==> src/logic/lsu_settings.svh <==
`ifndef LSU_SETTINGS_SVH
`define LSU_SETTINGS_SVH

// data and address width of the stage
`define LSU_XLEN 32

// byte lanes per word
`define LSU_LANES (`LSU_XLEN / 8)

// word address carried on the bus
`define LSU_WADDR (`LSU_XLEN - 2)

// depth of the data RAM in words
`define LSU_RAM_WORDS 1024

// cycles of strobe before the RAM acknowledges
`define LSU_RAM_WAIT 2

`endif

==> src/logic/lsu_pkg.sv <==
`include "lsu_settings.svh"

package lsu_pkg;

    typedef enum logic [5:0] {
        OP_NONE = 6'h00,
        OP_LB   = 6'h20,
        OP_LH   = 6'h21,
        OP_LWL  = 6'h22,
        OP_LW   = 6'h23,
        OP_LBU  = 6'h24,
        OP_LHU  = 6'h25,
        OP_LWR  = 6'h26,
        OP_SB   = 6'h28,
        OP_SH   = 6'h29,
        OP_SWL  = 6'h2a,
        OP_SW   = 6'h2b,
        OP_SWR  = 6'h2e,
        OP_LL   = 6'h30,
        OP_SC   = 6'h38
    } memOp_e;

    typedef enum logic [1:0] {
        SIZE_BYTE = 2'd0,
        SIZE_HALF = 2'd1,
        SIZE_WORD = 2'd2
    } accSize_e;

    typedef enum logic [1:0] {
        IDLE = 2'd0,
        BUS  = 2'd1,
        RESP = 2'd2
    } busState_e;

    typedef struct packed {
        logic                 valid;
        memOp_e               op;
        logic [`LSU_XLEN-1:0] addr;
        logic [`LSU_XLEN-1:0] storeData;
        logic [`LSU_XLEN-1:0] rtValue;
    } accessReq_t;

    typedef struct packed {
        memOp_e                op;
        logic [`LSU_XLEN-1:0]  addr;
        logic [`LSU_XLEN-1:0]  wdata;     // lanes already placed
        logic [`LSU_LANES-1:0] sel;
        accSize_e              size;
        logic                  isStore;
        logic                  addrError;
        logic [`LSU_XLEN-1:0]  rtValue;   // merge source for lwl/lwr
    } fmtAccess_t;

    typedef struct packed {
        logic                  cyc;
        logic                  stb;
        logic                  we;
        logic [`LSU_WADDR-1:0] adr;
        logic [`LSU_XLEN-1:0]  dat;
        logic [`LSU_LANES-1:0] sel;
    } wbReq_t;

    typedef struct packed {
        logic                 ack;
        logic [`LSU_XLEN-1:0] dat;
    } wbRsp_t;

    typedef struct packed {
        logic                 valid;
        logic [`LSU_XLEN-1:0] data;
        logic                 addrError;
        accSize_e             size;
    } loadRsp_t;

endpackage

==> src/logic/loadAlign.sv <==
`include "lsu_settings.svh"

module loadAlign (
    input  lsu_pkg::memOp_e      op,
    input  logic [1:0]           offset,
    input  logic [`LSU_XLEN-1:0] rdata,
    input  logic [`LSU_XLEN-1:0] rtValue,
    output logic [`LSU_XLEN-1:0] data
);

    logic [4:0]           lowShift;
    logic [4:0]           highShift;
    logic [7:0]           byteSel;
    logic [15:0]          halfSel;
    logic [`LSU_XLEN-1:0] lwlKeep;
    logic [`LSU_XLEN-1:0] lwrKeep;

    assign lowShift  = {offset, 3'b000};
    assign highShift = {~offset, 3'b000};   // 8 * (3 - offset)

    assign byteSel = rdata[lowShift +: 8];
    assign halfSel = offset[1] ? rdata[31:16] : rdata[15:0];

    // rt bytes that survive the partial loads
    assign lwlKeep = 32'h00ff_ffff >> lowShift;
    assign lwrKeep = ~(32'hffff_ffff >> lowShift);

    always_comb begin
        case (op)
            lsu_pkg::OP_LW, lsu_pkg::OP_LL: begin
                data = rdata;
            end
            lsu_pkg::OP_LB: begin
                data = {{24{byteSel[7]}}, byteSel};
            end
            lsu_pkg::OP_LBU: begin
                data = {24'b0, byteSel};
            end
            lsu_pkg::OP_LH: begin
                data = {{16{halfSel[15]}}, halfSel};
            end
            lsu_pkg::OP_LHU: begin
                data = {16'b0, halfSel};
            end
            lsu_pkg::OP_LWL: begin
                data = (rdata << highShift) | (rtValue & lwlKeep);  // fills the upper bytes
            end
            lsu_pkg::OP_LWR: begin
                data = (rdata >> lowShift) | (rtValue & lwrKeep);   // fills the lower bytes
            end
            default: begin
                data = '0;
            end
        endcase
    end

endmodule

==> src/logic/wbDataMaster.sv <==
`include "lsu_settings.svh"

module wbDataMaster (
    input  logic                clk,
    input  logic                rstN,
    input  logic                accept,
    input  lsu_pkg::fmtAccess_t fmt,
    output logic                ready,
    input  logic                busy,
    output lsu_pkg::wbReq_t     wbReq,
    input  lsu_pkg::wbRsp_t     wbRsp,
    output lsu_pkg::loadRsp_t   rsp
);

    lsu_pkg::busState_e   state;
    lsu_pkg::fmtAccess_t  acc;
    lsu_pkg::accSize_e    rspSize;
    logic                 linkBit;
    logic                 scFail;
    logic                 skipBus;
    logic                 busCycle;
    logic                 busDone;
    logic                 rspValid;
    logic                 rspError;
    logic [`LSU_XLEN-1:0] rspData;
    logic [`LSU_XLEN-1:0] alignedData;

    assign scFail   = (fmt.op == lsu_pkg::OP_SC) && !linkBit;
    assign skipBus  = fmt.addrError || scFail;  // answered without a bus cycle
    assign busCycle = (state == lsu_pkg::BUS);
    assign busDone  = busCycle && wbRsp.ack;
    assign ready    = (state == lsu_pkg::IDLE);

    always_ff @(posedge clk) begin
        if (!rstN) begin
            state    <= lsu_pkg::IDLE;
            linkBit  <= 1'b0;
            rspValid <= 1'b0;
        end else begin
            case (state)
                lsu_pkg::IDLE: begin
                    if (accept) begin
                        state    <= skipBus ? lsu_pkg::RESP : lsu_pkg::BUS;
                        rspValid <= skipBus;
                        if (fmt.op == lsu_pkg::OP_SC) begin
                            linkBit <= 1'b0;  // pass or fail, the link is used up
                        end
                    end
                end
                lsu_pkg::BUS: begin
                    if (wbRsp.ack) begin
                        state    <= lsu_pkg::RESP;
                        rspValid <= 1'b1;
                        if (acc.op == lsu_pkg::OP_LL) begin
                            linkBit <= 1'b1;
                        end
                    end
                end
                lsu_pkg::RESP: begin
                    if (!busy) begin
                        state    <= lsu_pkg::IDLE;
                        rspValid <= 1'b0;
                    end
                end
                default: begin
                    state <= lsu_pkg::IDLE;
                end
            endcase
        end
    end

    always_ff @(posedge clk) begin
        if (accept) begin
            acc      <= fmt;
            rspData  <= '0;
            rspError <= fmt.addrError;
            rspSize  <= fmt.size;
        end else if (busDone) begin
            rspData <= acc.isStore ? `LSU_XLEN'(acc.op == lsu_pkg::OP_SC) : alignedData;
        end
    end

    loadAlign u_loadAlign (
        .op      (acc.op),
        .offset  (acc.addr[1:0]),
        .rdata   (wbRsp.dat),
        .rtValue (acc.rtValue),
        .data    (alignedData)
    );

    assign wbReq = '{
        cyc: busCycle,
        stb: busCycle,
        we:  busCycle && acc.isStore,
        adr: acc.addr[`LSU_XLEN-1:2],
        dat: acc.wdata,
        sel: acc.sel
    };

    assign rsp = '{valid: rspValid, data: rspData, addrError: rspError, size: rspSize};

endmodule

==> config.mk <==
export PLATFORM = sky130hd
export DESIGN_NAME = wbDataMaster
export DESIGN_NICKNAME = d
export VERILOG_FILES = /design/src/logic/lsu_pkg.sv /design/src/logic/loadAlign.sv /design/src/logic/wbDataMaster.sv
export VERILOG_INCLUDE_DIRS = /design/src /design/src/logic
export SDC_FILE = /design/constraint.sdc
export NUM_CORES = 1
export LEC_CHECK = 0
export BUFFER_PORTS_ARGS = -buffer_cell sky130_fd_sc_hd__buf_2
export CAP_MARGIN = 20
export CORE_ASPECT_RATIO = 0.8
export CORE_MARGIN = 3
export CORE_UTILIZATION = 55
export CTS_CLUSTER_SIZE = 16
export DETAILED_ROUTE_END_ITERATION = 6
export GPL_TIMING_DRIVEN = 0
export HOLD_SLACK_MARGIN = 0.15
export PLACE_DENSITY = 0.92
export SLEW_MARGIN = 10
export SYNTH_ARGS = -nofsm -noshare
export SYNTH_HDL_FRONTEND = slang
export SYNTH_HIERARCHICAL = 1
export SYNTH_SLANG_ARGS = --single-unit
==> constraint.sdc <==
create_clock -name clk -period 5.7 [get_ports clk]
set_clock_uncertainty 0.1 [all_clocks]
set_input_delay 0 -clock clk [delete_from_list [all_inputs] [get_ports clk]]
set_output_delay 0 -clock clk [all_outputs]
set_load 0.01 [all_outputs]
Word level (Yosys, flattened, before mapping)
Index checks and enable logic that the tools add are counted.
{"block": "word_totals", "wordCells": 69, "in_bits": 147, "output_inout_bits": 106, "ff_bits": 146}
{"block": "op_classes", "muxes": 17, "reduce_logical": 12, "eq_ne": 17, "bitwise": 6, "shifts": 5}
{"op": "$pmux W32 S7", "count": 1}
{"op": "$and A32 B32 Y32", "count": 2}
{"op": "$or A32 B32 Y32", "count": 2}
{"op": "$eq A6 B6 Y1 const B", "count": 10}
{"op": "$mux W32", "count": 1}
{"op": "$not A32 Y32", "count": 1}
{"op": "$shiftx A32 B6 Y8", "count": 1}
{"op": "$shl A32 B5 Y32", "count": 1}
{"op": "$shr A24 B5 Y32 const A", "count": 1}
{"op": "$shr A32 B5 Y32", "count": 1}
{"op": "$shr A32 B5 Y32 const A", "count": 1}
{"op": "$mux W16", "count": 1}
{"op": "$mux W2", "count": 4}
{"op": "$mux W1", "count": 7}
{"op": "$ne A2 B2 Y1 const B", "count": 3}
{"op": "$pmux W2 S3", "count": 1}
{"op": "$reduce_and A5 Y1", "count": 1}
{"op": "$ne A2 B1 Y1 const B", "count": 2}
{"op": "$reduce_and A4 Y1", "count": 1}
{"op": "$logic_and A1 B1 Y1", "count": 3}
{"op": "$pmux W1 S3", "count": 1}
{"op": "$reduce_and A3 Y1", "count": 1}
{"op": "$reduce_bool A3 Y1", "count": 1}
{"op": "$eq A2 B1 Y1 const B", "count": 1}
{"op": "8 further kinds", "count": 8}

Longest topological paths before layout
{"block": "depth", "ltp_word": 6, "ltp_mapped": 10, "ltp_nobuf": 7}

By module
The synthesis kept the hierarchy.
{"mod": "wbDataMaster", "cells_per_inst": 363, "area_per_inst_um2": 5421.4, "n_inst": 1}
{"mod": "loadAlign", "cells_per_inst": 238, "area_per_inst_um2": 1900.6, "n_inst": 1}

Least setup slack after synthesis
Ideal clock, no wire load.
{"block": "synth_path", "kind": "register -> register", "startpoint": "register acc[107] in the netlist's numbering", "endpoint": "register rspData[0]", "synth_period_minus_slack_ns": 2.250, "setup_ns": 0.078, "path_buffers": 0, "path_stages_with_launch": 8, "path_slack_ns": 3.450, "t_arrival_ns": 2.073, "cell_sequence": "edfxtp_1 -> or4b_1 -> nor2_1 -> a31o_2 -> a221o_1 -> nor2b_1 -> nor3_1 -> nor3_1"}
{"block": "synth_between", "elab_chain_len": 4, "word_cells_on_any_way": 12, "classes_between": "eq/ne (9); mux (2); reduce/logical (1)"}
{"element": "start, declared", "line": "wbDataMaster.sv:16", "text": "lsu_pkg::fmtAccess_t acc;"}
{"element": "start signal, assigned", "line": "wbDataMaster.sv:74", "text": "acc <= fmt;"}
{"element": "$eq A6 B6 Y1", "line": "loadAlign.sv:29", "text": "case (op)"}
{"element": "$reduce_or A2 Y1", "line": "loadAlign.sv:29"}
{"element": "$pmux W32 S7 (*)", "line": "loadAlign.sv:29"}
{"element": "via alignedData[0]", "line": "wbDataMaster.sv:26", "text": "logic [`LSU_XLEN-1:0] alignedData;"}
{"element": "$mux W32 (*)", "line": "wbDataMaster.sv:79", "text": "rspData <= acc.isStore ? `LSU_XLEN'(acc.op == lsu_pkg::OP_SC) : alignedData;"}
{"element": "end signal, assigned", "line": "wbDataMaster.sv:79"}
{"element": "end, declared", "line": "wbDataMaster.sv:25", "text": "logic [`LSU_XLEN-1:0] rspData;"}
The timed path passes the listed nets; every way through them passes the cells marked *.
A chain may end at the register's enable or synchronous reset.

Final worst setup path
{"block": "layout_path", "startpoint": "register acc[104] in the netlist's numbering", "endpoint": "register rspData[14]"}
The elaborated chain is that of the path after synthesis.

==> summary.md <==
| Metric | Value |
|---|---|
| Max clock buf depth | `2` |
| Worst-Skew Late Latency | `0.43 ns` |
| Failing checks | `design-rule violations` |
| Synth Register Bits | `146` |
| Slowest CP cell | `or4b_1` |
| DIE AREA | `around 0.015 sq mm` |
| Post-route ant nets | `0` |
| Crit path to | `rspData[14]` |
| Slew HR | `28.2%` |
| Most common cell in the synthesized netlist | `edfxtp_1` |
| Crit path kind | `flop to flop` |
| Post-DP Area | `0.00884 sq mm` |
| Delay-heaviest family, CP | `simple AND/OR/NAND/NOR gates` |
| R2r endpoint | `rspData[14]` |
| Maximum clock rate | `330 MHz` |
| Inserted Clock Buffers | `17` |
| Yosys Warn Count | `6` |
| WP depth | `8` |
| Clock transition at the registers of the reported paths | `around 0.07 ns` |
| Post-synth EDFFs | `110` |
| Hold buffer count at cts | `approximately 130` |
| Placer's final routability congestion estimate | `0.992` |
| CP startpoint kind | `flop` |
| Rows | `37` |
| Total GRT Usage | `35.4%` |
| Post-synth net total | `752` |
| Chip Height | `109 um` |
| First-pass DRT Iterations | `7` |
| Data arrival time of the critical path | `3.28 ns` |
| Core Area | `0.0129 sq mm` |
| Syn Area/Cell | `12.2 sq um` |
| # setup viols final | `0` |
| Final WL | `26000 um` |
| Synthesized area | `0.00732 sq mm` |
| Die span in x | `135 um` |
| Unique masters post-synth | `about 50` |
| Fin area | `0.0107 sq mm` |
| Most used DFF post-synth | `edfxtp_1` |
| H-tree levels | `4` |
| Vias | `between 6k and 7k` |
| PortBufs | `252` |
| Routed len/inst | `21.8 um` |
| Initial antenna violation count | `1` |
| CTS root buf | `clkbuf_16` |
| Share of layout cells above drive strength 1 | `39.9%` |
| Final hold viol count | `0` |
| Setup Buffers After CTS | `0` |
| Final #Nets | `1157` |
| Worst vdd ir | `around 0.24 mV` |
| Synth async-reset ratio | `0%` |
| Global-route wire length before repair | `39200 um` |
| R2r worst-path depth | `8` |
| Hold WC Path Type | `input port to flop` |
| WP buf/inv | `1` |
| Synth area leader | `edfxtp_1` |
| Final core utilization | `83.2%` |
| Clock Sinks | `roughly 150` |
| Crit path launch | `acc[104]` |
| Post-synthesis sequential area ratio | `55.0%` |
| Crit. End Element | `flop` |
| Most common cell on crit path | `nor2_1` |
| Initial DRC Count | `around 980` |
| Cell Chain, Critical Path | `or4b_1, nor2_1, buf_2, a22oi_1, nand4_1, nor3b_1, a21oi_1, nor2_1` |
| Sum Neg Setup Slack | `0 ns` |
| Cells after synthesis | `601` |
| Critical path's largest stage delay | `0.64 ns` |
| Main area contributors after synthesis | `edfxtp_1 45%, dfxtp_1 9.8%, buf_4 7.5%` |
| Gr ovfl total | `0` |
| Top fanout value on the critical path | `10` |
| RSZ-0062 raised after global routing | `false` |
| Layout area overhead | `46.7%` |
| DRC viols | `9` |
| PD cells | `271 mW/mm^2` |
| Commonest cells in the netlist | `110 x edfxtp_1, 73 x buf_4, 44 x a21oi_1` |
| CTS tree | `done` |
| Vias in the first global route | `7141` |
| WP data required | `5.95 ns` |
| Initial Utilization | `56.7%` |
| Fill count | `~660` |
| R2R setup slack | `2.67 ns` |
| Outcome | `complete, but fails checks` |
| I/O pin count | `253` |
| Slew Limit Fails | `0` |
| Reg2reg start | `acc[104]` |
| Vias per inst | `5.84` |
| Number of gates resized after CTS | `0` |
| Final min period | `3.03 ns` |
| LEAKAGE | `between 4 and 5 nW` |
| Tightest Pin Transition | `1.07 ns` |
| Post-synth top area share | `45.1%` |
| DP Wirelength | `approximately 16000 um` |
| Max-cap violation count | `0` |
| Largest net degree at the start of global routing | `64` |
| Final worst-path cycle share | `53.2%` |
==> flip-flops by register name (all words and copies together), names as in the netlist <==
register	cells
rspSize	2
state	2
rspData	32
rspValid	1
acc	41
wbReq	66
rspError	1
linkBit	1
==> kinds of logic (layout without fill, tap and decap cells) <==
| logic type | Yosys count | count (layout) | share of synthesized area (%) |
|---|---|---|---|
| muxes | 52 | 52 | 11.3 |
| other | 0 | 1 | 0 |
| and+or+nand+nor | 162 | 162 | 12.3 |
| buffers and inverters | 119 | 536 | 10.2 |
| adders and majority gates | 4 | 4 | 0.684 |
| AOI/OAI and AO/OA | 118 | 118 | 10.6 |
| DFF | 146 | 146 | 55.0 |
==> cell type report <==
type | count | area, sq um | share of cell area (%)
antenna | 1 | 2.50 | 0.0233
buffer | 108 | 703 | 6.55
clock buffer | 17 | 425 | 3.96
clock inverter | 14 | 141 | 1.32
inverter | 11 | 41.3 | 0.384
multi-input combinational | 336 | 2560 | 23.8
sequential | 146 | 4020 | 37.5
tap | 175 | 219 | 2.04
timing repair buffer | 386 | 2630 | 24.4
==> how the worst min path moves through the flow <==
stage                         start           to  slack [ns]  cells after the start
after CTS                 wbRsp[14]  rspData[14]        0.15                      6
final                       fmt[82]    wbReq[44]        0.18                      2
after detailed placement    fmt[74]    wbReq[36]        0.08                      1
after global routing        fmt[26]      acc[26]        0.18                      2
after floorplan              fmt[0]       acc[0]      -0.001                      0
after global placement      fmt[92]    wbReq[54]        0.08                      1
==> power by group <==
group | leakage (nW) | internal, mW | switching, mW
Combinational | 2.95 | 0.285 | 0.268
Clock | 0.264 | 0.639 | 0.457
Sequential | 1.37 | 1.22 | 0.0413
Total | 4.58 | 2.15 | 0.766
==> routing by layer <==
layer  up-vias  wire (um)  GRT usage (%)
met5         -          0              0
li1       3004          -              -
met4         0       1150           12.8
met1      3270       8990           41.0
met2       565      12800           61.3
met3       131       3030           12.6
==> metrics by stage <==
| stage | total power, mW | hold slack [ns] | worst slack [ns] | instances |
|---|---|---|---|---|
| after floorplan | 1.54 | -0.00113 | 3.45 | 601 |
| after global placement | 1.71 | 0.0761 | 2.36 | 1028 |
| after detailed placement | 1.73 | 0.0781 | 2.90 | 1029 |
| after CTS | 2.87 | 0.150 | 2.84 | 1193 |
| after global routing | 2.99 | 0.180 | 2.51 | 1194 |
| final | 2.91 | 0.179 | 2.67 | 1194 |
==> cell usage in the layout (no fill, tap or decap), types with 3 or more instances in the layout <==
cell type / instances
clkbuf_16: 17
nor2_1: 42
nand2b_1: 3
clkinv_4: 3
ha_1: 4
edfxtp_1: 110
buf_2: 264
nand4_1: 10
mux4_2: 24
dlygate4sd3_1: 133
o21ai_0: 30
a221o_1: 8
clkinvlp_4: 4
nand3_1: 20
buf_4: 73
a22oi_1: 19
clkbuf_1: 20
clkinv_1: 3
mux2i_1: 25
dfxtp_1: 36
o2111ai_1: 5
nor3_1: 4
mux2_2: 3
inv_1: 11
nand2_1: 32
nor3b_1: 32
a21oi_1: 44
==> worst reg2reg max path, cell delays in order, from the launching register on <==
cell and delay, ns:
edfxtp_1 0.52, or4b_1 0.65, nor2_1 0.57, buf_2 0.37
a22oi_1 0.10, nand4_1 0.15, nor3b_1 0.30, a21oi_1 0.07
nor2_1 0.12
No activity file was read; power rests on OpenSTA's default activity.
