File: src/logic/lsu_settings.svh
`ifndef LSU_SETTINGS_SVH
`define LSU_SETTINGS_SVH

// data and address width of the stage
`define LSU_XLEN 32

// byte lanes per word
`define LSU_LANES (`LSU_XLEN / 8)

// word address carried on the bus
`define LSU_WADDR (`LSU_XLEN - 2)

// depth of the data RAM in words
`define LSU_RAM_WORDS 1024

// cycles of strobe before the RAM acknowledges
`define LSU_RAM_WAIT 2

`endif

File: src/logic/lsu_pkg.sv
`include "lsu_settings.svh"

package lsu_pkg;

    typedef enum logic [5:0] {
        OP_NONE = 6'h00,
        OP_LB   = 6'h20,
        OP_LH   = 6'h21,
        OP_LWL  = 6'h22,
        OP_LW   = 6'h23,
        OP_LBU  = 6'h24,
        OP_LHU  = 6'h25,
        OP_LWR  = 6'h26,
        OP_SB   = 6'h28,
        OP_SH   = 6'h29,
        OP_SWL  = 6'h2a,
        OP_SW   = 6'h2b,
        OP_SWR  = 6'h2e,
        OP_LL   = 6'h30,
        OP_SC   = 6'h38
    } memOp_e;

    typedef enum logic [1:0] {
        SIZE_BYTE = 2'd0,
        SIZE_HALF = 2'd1,
        SIZE_WORD = 2'd2
    } accSize_e;

    typedef enum logic [1:0] {
        IDLE = 2'd0,
        BUS  = 2'd1,
        RESP = 2'd2
    } busState_e;

    typedef struct packed {
        logic                 valid;
        memOp_e               op;
        logic [`LSU_XLEN-1:0] addr;
        logic [`LSU_XLEN-1:0] storeData;
        logic [`LSU_XLEN-1:0] rtValue;
    } accessReq_t;

    typedef struct packed {
        memOp_e                op;
        logic [`LSU_XLEN-1:0]  addr;
        logic [`LSU_XLEN-1:0]  wdata;     // lanes already placed
        logic [`LSU_LANES-1:0] sel;
        accSize_e              size;
        logic                  isStore;
        logic                  addrError;
        logic [`LSU_XLEN-1:0]  rtValue;   // merge source for lwl/lwr
    } fmtAccess_t;

    typedef struct packed {
        logic                  cyc;
        logic                  stb;
        logic                  we;
        logic [`LSU_WADDR-1:0] adr;
        logic [`LSU_XLEN-1:0]  dat;
        logic [`LSU_LANES-1:0] sel;
    } wbReq_t;

    typedef struct packed {
        logic                 ack;
        logic [`LSU_XLEN-1:0] dat;
    } wbRsp_t;

    typedef struct packed {
        logic                 valid;
        logic [`LSU_XLEN-1:0] data;
        logic                 addrError;
        accSize_e             size;
    } loadRsp_t;

endpackage

File: src/logic/storeFormat.sv
module storeFormat (
    input  lsu_pkg::accessReq_t req,
    output lsu_pkg::fmtAccess_t fmt
);

    logic [1:0] offset;
    logic [4:0] upShift;    // swr moves data toward the msb
    logic [4:0] downShift;  // swl moves data toward the lsb
    logic       wordOp;
    logic       halfOp;

    assign offset    = req.addr[1:0];
    assign upShift   = {offset, 3'b000};
    assign downShift = {~offset, 3'b000};  // 8 * (3 - offset)

    // lane mask and size shared by the load and store of each class
    always_comb begin
        wordOp   = 1'b0;
        halfOp   = 1'b0;
        fmt.sel  = '0;
        fmt.size = lsu_pkg::SIZE_BYTE;
        case (req.op)
            lsu_pkg::OP_SW, lsu_pkg::OP_SC, lsu_pkg::OP_LW, lsu_pkg::OP_LL: begin
                wordOp   = 1'b1;
                fmt.sel  = 4'b1111;
                fmt.size = lsu_pkg::SIZE_WORD;
            end
            lsu_pkg::OP_SH, lsu_pkg::OP_LH, lsu_pkg::OP_LHU: begin
                halfOp   = 1'b1;
                fmt.sel  = offset[1] ? 4'b1100 : 4'b0011;
                fmt.size = lsu_pkg::SIZE_HALF;
            end
            lsu_pkg::OP_SB, lsu_pkg::OP_LB, lsu_pkg::OP_LBU: begin
                fmt.sel  = 4'b0001 << offset;
                fmt.size = lsu_pkg::SIZE_BYTE;
            end
            lsu_pkg::OP_SWL, lsu_pkg::OP_LWL: begin
                fmt.sel  = ~(4'b1110 << offset);  // bytes 0 up to offset
                fmt.size = lsu_pkg::SIZE_WORD;
            end
            lsu_pkg::OP_SWR, lsu_pkg::OP_LWR: begin
                fmt.sel  = 4'b1111 << offset;     // bytes offset up to 3
                fmt.size = lsu_pkg::SIZE_WORD;
            end
            default: begin
                fmt.sel  = '0;
                fmt.size = lsu_pkg::SIZE_BYTE;
            end
        endcase
    end

    // write lanes
    always_comb begin
        fmt.wdata   = '0;
        fmt.isStore = 1'b1;
        case (req.op)
            lsu_pkg::OP_SW, lsu_pkg::OP_SC: begin
                fmt.wdata = req.storeData;
            end
            lsu_pkg::OP_SH: begin
                fmt.wdata = {2{req.storeData[15:0]}};
            end
            lsu_pkg::OP_SB: begin
                fmt.wdata = {4{req.storeData[7:0]}};
            end
            lsu_pkg::OP_SWL: begin
                fmt.wdata = req.storeData >> downShift;
            end
            lsu_pkg::OP_SWR: begin
                fmt.wdata = req.storeData << upShift;
            end
            default: begin
                fmt.isStore = 1'b0;
            end
        endcase
    end

    assign fmt.op        = req.op;
    assign fmt.addr      = req.addr;
    assign fmt.rtValue   = req.rtValue;
    assign fmt.addrError = (wordOp && (offset != 2'b00)) || (halfOp && offset[0]);

endmodule

File: config.mk
export PLATFORM = sky130hd
export DESIGN_NAME = storeFormat
export DESIGN_NICKNAME = d
export VERILOG_FILES = /design/src/logic/lsu_pkg.sv /design/src/logic/storeFormat.sv
export VERILOG_INCLUDE_DIRS = /design/src /design/src/logic
export SDC_FILE = /design/constraint.sdc
export NUM_CORES = 1
export LEC_CHECK = 0
export ABC_AREA = 1
export BUFFER_PORTS_ARGS = -buffer_cell sky130_fd_sc_hd__buf_2
export CORE_AREA = 2 2 82 84
export DETAILED_ROUTE_END_ITERATION = 12
export DIE_AREA = 0 0 84 86
export GPL_TIMING_DRIVEN = 0
export PLACE_DENSITY = 0.88
export SYNTH_ARGS = -nofsm -noshare
export SYNTH_HDL_FRONTEND = slang
export SYNTH_SLANG_ARGS = --single-unit
File: constraint.sdc
create_clock -name vclk -period 1.4
set_input_delay 0.28 -clock vclk [all_inputs]
set_output_delay 0.28 -clock vclk [all_outputs]
set_load 0.005 [all_outputs]
Word-level counts from Yosys, hierarchy flattened:

Index checks and enable logic that the tools add are counted.

* register bits after elaboration: 0
* output and inout port bits: 110

* equality and inequality tests: 14
* shifts and indexed selects: 5
* muxes and demuxes: 6
* bitwise operators: 2
* reductions and logical operators: 11

Operator list (number)
* $pmux 32 s5: 1
* $eq 6x6->1 const B: 14
* $shl 32x5->32: 1
* $shr 32x5->32: 1
* $pmux 6 s5: 1
* $shl 4x2->4 const A: 2
* $reduce_or 2->1: 3
* $reduce_or 3->1: 2
* $reduce_or 6->1: 1
* $mux 4: 1
* $not 4->4: 1
* $reduce_or 4->1: 1
* $shl 1x2->4 const A: 1
* $mux 1: 3
* $logic_and 1x1->1: 2
* $not 2->2: 1
* $reduce_bool 2->1: 1
* $logic_or 1x1->1: 1

Depth between registers and ports, before layout:

Gate-level depths: netlist of the first run.

* depth after elaboration: 5
* gate-level depth with buffers: 9

Worst setup path after synthesis of the first run:

OpenSTA, ideal clock, no wires.

* kind: input-to-output
* start point: in req[65] in the netlist's numbering
* end point: out fmt[41] in the netlist's numbering
* arrival time: 1107 ps
* slack: 13 ps
* stages: 8
* path through: buf_2 clkinv_1 buf_2 nand3_1 nand2_1 nor2_1 nor2_1 nand2_1

RTL lines
* from (decl): RTL line storeFormat.sv:2 `input lsu_pkg::accessReq_t req,`
* to (decl): RTL line storeFormat.sv:3 `output lsu_pkg::fmtAccess_t fmt`

==> impl_results.md, run 1 <==
* Result of the run: finished, violations left
* Violations in the final reports: setup timing
* First-pass GRT wire length at 19300 um
* Worst hold path endpoint: fmt[80]
* Worst setup path startpoint: req[100]
* Hold Path Origin: req[72]
* Count of input and output buffers at 148
* Hold Path Stages at 2
* Part of the power in combinational logic at 1.000
* Worst voltage drop across the vdd grid at about 0.16 mV
* Multi-input combinational cell area at 0.00224 mm^2
* Floorplan die area at between 0.007 and 0.008 mm^2
* P_int at 0.474 mW
* Number of filler cells placed in the layout at approximately 500
* NetSw at 0.606 mW
* Cell with the most instances after synthesis: nand2_1
* Pin count of the biggest net entering global routing at 11
* Data arrival at the endpoint of the critical path at 1.48 ns
* Headroom to the max-slew limit at 0.793
* Post-synthesis cell type with the largest combined area: nand2_1
* Via Count at between 4000 and 5000
* Combined global-route utilization of all metal layers at 0.323
* Most instantiated cells after synthesis: 226 x nand2_1, 96 x nor2_1, 92 x nand3_1, 70 x buf_4, 21 x inv_1
* Peak clock frequency supported by timing at 568 MHz
* Post-Layout Cell Count at 805
* Final clock period utilization by the worst path at 1.26
* Sequential Power Share at 0
* Area overhead of the layout relative to synthesis at 72.6%
* Syn_nets at 654
* Final ANT Viol Nets at 0
* Measured slew at the worst slew-check pin at 0.311 ns
* Distinct cell type count after synthesis at 19
* Total power draw at 1.08 mW
* Post-synthesis instance total at 551
* Routed Wire Length at 14400 um
* Number of rows created at floorplan at 29
* Switching share of total power at 0.561
* Via count of the first global-routing pass at 4153
* DP Wirelength at roughly 8000 um
* Post-Place Cells at just under 800
* Worst setup path class: input pin to primary output
* Synth warn at 0
* Number of maximum-capacitance constraint violations at 0
* Hold violation count in the final report at 0
* Largest fanout on the critical path at 8
* Synthesized area divided by synthesized cell count at 4.63 um^2
* Die height at 86 um
* Leading post-synthesis cells by cell area: nand2_1 33%, buf_4 21%, nand3_1 18%
* Number of sequential cells at 0
* Standby leakage power at 2.56 nW
* DRC violations left at 0
* P per Cell Area at between 200 and 250 mW/mm^2
* Area taken by flip-flops and latches at 0 um^2
* Routability cong. at 1.01
* Share of Yosys cell area claimed by the top area cell type at 0.333
* Share of power burned in the clock network at 0
* Clock Buffer Count at 0
* Final critical-path setup slack at -0.359 ns
* Congestion Overflow GR at 0
* Worst setup SP type: input pin
* Final Critical Period at 1.76 ns
* Horizontal die dimension at 84 um
* Final Setup Violations at 38
* Sequential share of the synthesized area at 0
* Setup crit end kind: primary output
* Ports at 213
* Initial cell density of the core at 0.406
* Type of the most critical hold path: input pin to primary output
* Number of vias per cell at about 5.8
* Number of max-slew violations in the final report at 0
* Core area at 0.00628 mm^2
* Number of nets in the layout at 833
* Unrepaired setup endpoints after global routing: yes
* Per-cell routed wire length at 17.9 um
* Antenna violations before repair at 0
* Required time at the endpoint of the critical path at 1.12 ns
* Fraction of final layout cells sized beyond drive strength 1 at 0.508
* Starting DRT DRC Count at 821
* Number of iterations in the first detailed-routing pass at 11
* Number of antenna repair diodes at 0
* Mapped cell area at 0.00255 mm^2
worst max path at each step:
| stage | endpoint | slack [ns] | cells after the start |
|---|---|---|---|
| global placement | fmt[70] | -0.55 | 10 |
| floorplan | fmt[41] | 0.01 | 8 |
| finish | fmt[41] | -0.36 | 11 |
| detailed placement | fmt[65] | -0.58 | 10 |
| CTS | fmt[63] | -0.22 | 11 |
| global route | fmt[40] | -0.42 | 10 |
layout by cell type, fill, tap and decap left out, types with 3 or more instances in the layout:
cell,count
nand2_1,211
buf_2,144
buf_4,95
nand3_1,88
nor2_4,39
nor2_1,36
nor2_2,24
inv_1,16
buf_6,14
nand2_2,9
nand2_4,7
buf_12,6
inv_2,4
nand4_1,4
nand3_2,4
buf_8,4
buf_16,4
inv_4,3
clkbuf_2,3
final cells by class:
type	count	share of cell area
Inverter	25	0.0253
Buffer	96	0.180
Multi-Input combinational cell	430	0.509
Timing Repair Buffer	177	0.264
Tap cell	77	0.0219
per-stage QoR:
stage / worst slack [ns] / instance area (um^2) / hold slack (ns) / TNS, ns / util
floorplan: 0.0134 / 2550 / 0.605 / 0 / -
global placement: -0.548 / 3390 / 0.727 / -17.93 / 0.540
detailed placement: -0.577 / 3390 / 0.726 / -18.38 / 0.540
CTS: -0.218 / 4100 / 0.726 / -6.38 / 0.653
global route: -0.417 / 4400 / 0.729 / -12.76 / 0.701
finish: -0.359 / 4400 / 0.725 / -11.00 / 0.701
worst max-delay path, stage by stage:
cell	delay, ns
buf_8	0.11
inv_6	0.05
nand2_4	0.06
nor2_4	0.19
buf_6	0.15
nand2_8	0.11
buf_4	0.16
nor2_1	0.11
nor2_1	0.08
nand2_2	0.08
buf_2	0.11
power groups by stage:
| stage | Clock, mW | Combinational [mW] | Sequential (mW) |
|---|---|---|---|
| finish | 0 | 1.08 | 0 |
| CTS | 0 | 0.961 | 0 |
| floorplan | 0 | 0.484 | 0 |
| global route | 0 | 1.13 | 0 |
| detailed placement | 0 | 0.814 | 0 |
| global placement | 0 | 0.803 | 0 |
cells by family after synthesis:
kind of cell | count (synthesis) | share of synthesized area
buffers and inverters | 121 | 0.303
AOI/OAI and AO/OA | 5 | 0.00981
and+or+nand+nor | 425 | 0.687
metal layers:
metal,wire (um),share of wire,global-route usage,vias up
li1,-,-,-,2018
met4,1070,0.074,0.183,0
met3,2320,0.16,0.0491,151
met2,6480,0.45,0.563,559
met1,4500,0.31,0.377,1972
met5,0,0,0,-
what timing repair did:
item | in CTS | in global routing
pin swaps | 35 | 39
gates resized for setup | 140 | 66
setup endpoints to repair | 39 | 39
hold endpoints to repair | 0 | 0
cloned | 4 | 2
buffers inserted | 22 | 1
hold buffers | 0 | 0
(Power assumes the default switching activity.)
==> run 2: changes to the inputs <==
--- a/config.mk
+++ b/config.mk
@@ -6,13 +6,12 @@
 export SDC_FILE = /design/constraint.sdc
 export NUM_CORES = 1
 export LEC_CHECK = 0
-export ABC_AREA = 1
 export BUFFER_PORTS_ARGS = -buffer_cell sky130_fd_sc_hd__buf_2
 export CORE_AREA = 2 2 82 84
 export DETAILED_ROUTE_END_ITERATION = 12
 export DIE_AREA = 0 0 84 86
 export GPL_TIMING_DRIVEN = 0
-export PLACE_DENSITY = 0.88
+export PLACE_DENSITY = 0.79
 export SYNTH_ARGS = -nofsm -noshare
 export SYNTH_HDL_FRONTEND = slang
 export SYNTH_SLANG_ARGS = --single-unit
==> run 2 against run 1 <==
  * The flow still finishes with violations (setup timing)
  * Utilization fell by 14 points
  * Global-route usage is 10 points lower
  * Critical endpoint is now fmt[50]
  * Highest routed layer unchanged
  * Sequential cell count unchanged
  * Worst hold slack barely moved
  * Non-clock buffer count decreased by 15
==> impl_results.md, run 2 <==
* Starting DRT DRC Count at 328 (-60%)
* Most instantiated cells after synthesis: 70 x buf_4, 25 x a21oi_1, 23 x mux2i_1, 21 x nor2_1, 17 x a221o_1
* Leading post-synthesis cells by cell area: buf_4 26%, mux2i_1 11%, a221o_1 8.4%
* Distinct cell type count after synthesis at 47 (+28)
* Worst setup SP type: input pin
* Routed Wire Length at 9280 um (-35%)
* Measured slew at the worst slew-check pin at 0.464 ns (+0.153 ns)
* Final ANT Viol Nets at 0 (unchanged)
* DP Wirelength at 6340 um (-22%)
* Number of maximum-capacitance constraint violations at 0 (unchanged)
* Synth warn at 0 (unchanged)
* Number of vias per cell at 5.72 (-2.1%)
* Number of max-slew violations in the final report at 0 (unchanged)
* Number of iterations in the first detailed-routing pass at 6 (-5)
* Final clock period utilization by the worst path at 1.38 (+0.124)
* Sequential share of the synthesized area at 0 (unchanged)
* Utilization after layout at 0.562 (-0.139)
* Violations in the final reports: setup timing
* Total power draw at 0.948 mW (-12%)
* Via Count at 3025 (-36%)
* Post-synthesis instance total at 282 (-49%)
* Post-synthesis cell type with the largest combined area: buf_4
* Required time at the endpoint of the critical path at 1.12 ns (about the same)
* Peak clock frequency supported by timing at 518 MHz (-9.0%)
* P per Cell Area at 269 mW/mm^2 (+9.4%)
* Antenna violations before repair at 0 (unchanged)
* Cell with the most instances after synthesis: buf_4
* Area overhead of the layout relative to synthesis at 73.8%
* Worst voltage drop across the vdd grid at 0.144 mV (-9.1%)
* Number of rows created at floorplan at 29 (unchanged)
* Headroom to the max-slew limit at 0.689 (-0.104)
* Unrepaired setup endpoints after global routing: yes
* First-pass GRT wire length at 13300 um (-31%)
* Core area at 0.00628 mm^2 (unchanged)
* Count of input and output buffers at 149 (+0.68%)
* Ports at 213 (unchanged)
* Initial cell density of the core at 0.324 (-0.0827)
* Via count of the first global-routing pass at 2805 (-32%)
* Type of the most critical hold path: input pin to primary output
* Largest fanout on the critical path at 8 (unchanged)
* Pin count of the biggest net entering global routing at 12 (+1)
* DRC violations left at 0 (unchanged)
* Share of Yosys cell area claimed by the top area cell type at 0.259 (-0.0739)
* Most frequent cells in the layout: 142 x buf_2, 98 x buf_4, 22 x a21oi_1
* Congestion Overflow GR at 0 (unchanged)
* Setup crit end kind: primary output
* Per-cell routed wire length at 17.5 um (-1.7%)
* Data arrival at the endpoint of the critical path at 1.65 ns (+0.17 ns)
* Floorplan die area at 0.00722 mm^2 (unchanged)
* Standby leakage power at 1.85 nW (-28%)
* Result of the run: finished, violations left
* WHS at 0.725 ns (-0.000363 ns)
* Combined global-route utilization of all metal layers at 0.221 (-0.102)
* Die height at 86 um (unchanged)
* Worst setup path class: input pin to primary output
* Hold violation count in the final report at 0 (unchanged)
* Area taken by flip-flops and latches at 0 um^2 (unchanged)
* Most common library cell in the layout ignoring fill and taps: buf_2
* Number of antenna repair diodes at 0 (unchanged)
* Number of nets in the layout at 557 (-33%)
* Syn_nets at 385 (-41%)
* Setup TNS at -17.48 ns (-6.48 ns)
* Final Setup Violations at 40 (+5.3%)
* Horizontal die dimension at 84 um (unchanged)
* Final critical-path setup slack at -0.532 ns (-0.173 ns)
* Clock Buffer Count at 0 (unchanged)
* Final Critical Period at 1.93 ns (+0.173 ns)
* Routability cong. at 0.937 (-7.6%)
* Number of sequential cells at 0 (unchanged)
* Mapped cell area at 0.00203 mm^2 (-20%)
* Fraction of final layout cells sized beyond drive strength 1 at 0.697 (+0.189)
* Synthesized area divided by synthesized cell count at 7.20 um^2 (+56%)
-- run 2: final timing paths --
| path | cells past startpoint | start | slack (ns) | to |
|---|---|---|---|---|
| setup / recovery | 7 | req[97] | -0.53 | fmt[50] |
| hold / removal | 2 | req[8] | 0.72 | fmt[8] |
-- run 2: where the power goes --
group | total, mW | internal, mW | switching (mW)
Combinational | 0.948 | 0.503 | 0.445
Clock | 0 | 0 | 0
Sequential | 0 | 0 | 0
Total | 0.948 | 0.503 | 0.445
-- run 2: metrics by stage --
stage	cell area, um^2	instances	worst slack, ns
after floorplan	2180	282	-0.234
after global placement	3020	508	-0.945
after detailed placement	3020	508	-0.935
after CTS	3370	524	-0.519
after global routing	3530	529	-0.536
final	3530	529	-0.532
-- run 2: per-layer routing --
layer | vias up | share of wire | GRT usage
li1 | 1358 | - | -
met1 | 1374 | 0.39 | 0.271
met2 | 254 | 0.48 | 0.391
met3 | 39 | 0.092 | 0.0241
met4 | 0 | 0.031 | 0.0953
met5 | - | 0 | 0
-- run 2: cell type report --
type               count  area, um^2
inverters              4        18.8
well taps             77        96.3
plain buffers         82         663
fillers              549        2750
multi-input cells    190        1730
repair buffers       176        1020
-- run 2: kinds of logic after synthesis --
kind of cell | after synthesis | share of synthesized area
buf+inv | 93 | 0.307
compound gates | 104 | 0.402
mux | 24 | 0.119
simple gates | 61 | 0.171
-- run 2: repair_timing --
| action | in CTS | in global routing |
|---|---|---|
| gates resized for setup | 52 | 24 |
| hold buffers | 0 | 0 |
| setup endpoints to repair | 40 | 40 |
| hold endpoints to repair | 0 | 0 |
| setup buffers | 20 | 6 |
| cloned | 1 | 1 |
| pin swaps | 21 | 15 |
-- run 2: worst max-delay path, stage by stage --
cell	delay, ns
buf_8	0.11
and3b_1	0.20
o21ba_4	0.22
buf_8	0.12
a21o_4	0.22
a221o_1	0.35
buf_2	0.14
==> run 3: changes to the inputs <==
--- a/config.mk
+++ b/config.mk
@@ -10,8 +10,10 @@
 export CORE_AREA = 2 2 82 84
 export DETAILED_ROUTE_END_ITERATION = 12
 export DIE_AREA = 0 0 84 86
+export GPL_ROUTABILITY_DRIVEN = 0
 export GPL_TIMING_DRIVEN = 0
 export PLACE_DENSITY = 0.79
 export SYNTH_ARGS = -nofsm -noshare
 export SYNTH_HDL_FRONTEND = slang
 export SYNTH_SLANG_ARGS = --single-unit
+export TNS_END_PERCENT = 1
==> run 3 against run 2 <==
  * The flow still finishes with violations (setup timing)
  * Routed wire length fell by 0.26%
  * Via count decreased by 0.17%
  * Global-route usage shrank 0.10 points
  * First-iteration DRC count up 7.6%
  * Combinational power is 7.1% lower
  * Largest cell class unchanged
  * Highest routed layer unchanged
==> impl_results.md, run 3 (same netlist as run 2, synthesis figures left out) <==
* Result of the run: finished, violations left
* Violations in the final reports: setup timing
* Via Count at 3020 (-0.17%)
* Number of buffers inserted for hold repair after clock tree synthesis at 0 (unchanged)
* Number of max-slew violations in the final report at 0 (unchanged)
* Combined global-route utilization of all metal layers at 0.220 (-0.00100)
* Utilization after layout at 0.528 (-0.0345)
* Ports at 213 (unchanged)
* Unrepaired setup endpoints after global routing: yes
* Standby leakage power at 1.76 nW (-4.8%)
* Worst setup path class: input pin to primary output
* Starting DRT DRC Count at 353 (+7.6%)
* Die height at 86 um (unchanged)
* Post-Place Cells at 508 (unchanged)
* Via count of the first global-routing pass at 2748 (-2.0%)
* Post-Layout Cell Count at 519 (-1.9%)
* Required time at the endpoint of the critical path at 1.12 ns (about the same)
* Routed Wire Length at 9260 um (-0.26%)
* Number of nets in the layout at 547 (-1.8%)
* Clock Buffer Count at 0 (unchanged)
* Data arrival at the endpoint of the critical path at 1.69 ns (+0.04 ns)
* Floorplan die area at 0.00722 mm^2 (unchanged)
* Final ANT Viol Nets at 0 (unchanged)
* Final clock period utilization by the worst path at 1.41 (+0.0282)
* List of cells traversed by the critical path: clkbuf_4, buf_6, clkbuf_8, a211oi_1, a21oi_1, a221o_1, buf_2
* Worst setup SP type: input pin
* Number of rows created at floorplan at 29 (unchanged)
* First-pass GRT wire length at 13300 um (-0.25%)
* Initial cell density of the core at 0.324 (unchanged)
* Headroom to the max-slew limit at 0.638 (-0.0508)
* Most common library cell in the layout ignoring fill and taps: buf_2
* Horizontal die dimension at 84 um (unchanged)
* Pin count of the biggest net entering global routing at 12 (unchanged)
* Number of antenna repair diodes at 0 (unchanged)
* Peak clock frequency supported by timing at 507 MHz (-2.0%)
* Area taken by flip-flops and latches at 0 um^2 (unchanged)
* Worst voltage drop across the vdd grid at 0.180 mV (+25%)
* Core area at 0.00628 mm^2 (unchanged)
* Area overhead of the layout relative to synthesis at 63.2%
* Setup TNS at -17.40 ns (+0.0836 ns)
* Measured slew at the worst slew-check pin at 0.543 ns (+0.0783 ns)
* Kind of cell adding the most delay to the critical path: compound AO/OA/AOI/OAI gates
* Number of vias per cell at 5.82 (+1.8%)
* DP Wirelength at 6450 um (+1.7%)
* Antenna violations before repair at 0 (unchanged)
* P per Cell Area at 266 mW/mm^2 (-0.96%)
* Hold violation count in the final report at 0 (unchanged)
* Number of maximum-capacitance constraint violations at 0 (unchanged)
* Number of iterations in the first detailed-routing pass at 6 (unchanged)
* Most frequent cells in the layout: 143 x buf_2, 87 x buf_4, 25 x a21oi_1
* Final Critical Period at 1.97 ns (+0.0395 ns)
* DRC violations left at 0 (unchanged)
* Type of the most critical hold path: input pin to primary output
* Setup crit end kind: primary output
* Final Setup Violations at 40 (unchanged)
* Number of buffer and inverter stages on the critical path at 4 (+1)
* Max stage delay on crit path at 0.32 ns (-0.03 ns)
* Final critical-path setup slack at -0.572 ns (-0.0395 ns)
* Per-cell routed wire length at 17.8 um (+1.7%)
* Number of sequential cells at 0 (unchanged)
* Slowest-stage cell, CP: a221o_1
* Congestion Overflow GR at 0 (unchanged)
* Largest fanout on the critical path at 11 (+3)
* Fraction of final layout cells sized beyond drive strength 1 at 0.667 (-0.0295)
* Count of input and output buffers at 149 (unchanged)
* WHS at 0.725 ns (+0.000207 ns)
## run 3: cell types whose count changed in the layout (fill, tap and decap cells not counted), moves of 4 or more
| cell | before | now |
|---|---|---|
| buf_4 | 98 | 87 |
| o221ai_1 | 0 | 6 |
| a22oi_2 | 1 | 5 |
| mux2i_2 | 2 | 8 |
| mux2i_4 | 6 | 2 |
| a22oi_1 | 10 | 6 |
| o221ai_2 | 7 | 2 |
## run 3: worst paths after layout
path	to	slack (ns)	from	cells past startpoint
min	fmt[89]	0.72	req[81]	2
max	fmt[64]	-0.57	req[64]	7
## run 3: stage by stage
stage	power, mW	worst slack, ns	cell area [um^2]
after floorplan	0.439	-0.234	2050
after global placement	0.734	-1.03	2890
after detailed placement	0.753	-1.09	2890
after CTS	0.808	-0.522	3100
after global routing	0.938	-0.610	3310
final	0.881	-0.572	3310
## run 3: what timing repair did
| item | CTS | global route |
|---|---|---|
| gates cloned | 1 | 0 |
| setup buffers | 8 | 8 |
| gates resized for setup | 45 | 34 |
| pin swaps | 18 | 10 |
| endpoints found under the setup margin | 40 | 40 |
## run 3: routing by layer
layer  part of all wire  vias to the layer above  track usage  routed length (um)
met3               0.13                       29       0.0298                1160
met5                  0                        -            0                   0
met1               0.36                     1398        0.272                3320
met4              0.021                        0       0.0733                 197
li1                   -                     1335            -                   -
met2               0.49                      258        0.393                4570
## run 3: cell type report
class                           count  area [um^2]
Multi-Input combinational cell    190         1620
Buffer                             83          656
Tap cell                           77         96.3
Inverter                            4         16.3
Timing Repair Buffer              165          925
Fill cell                         583         2960
## run 3: where the power goes
part	switching [mW]	leakage [nW]	total (mW)	internal, mW
Sequential	0	0	0	0
Combinational	0.419	1.76	0.881	0.463
Clock	0	0	0	0
Total	0.419	1.76	0.881	0.463
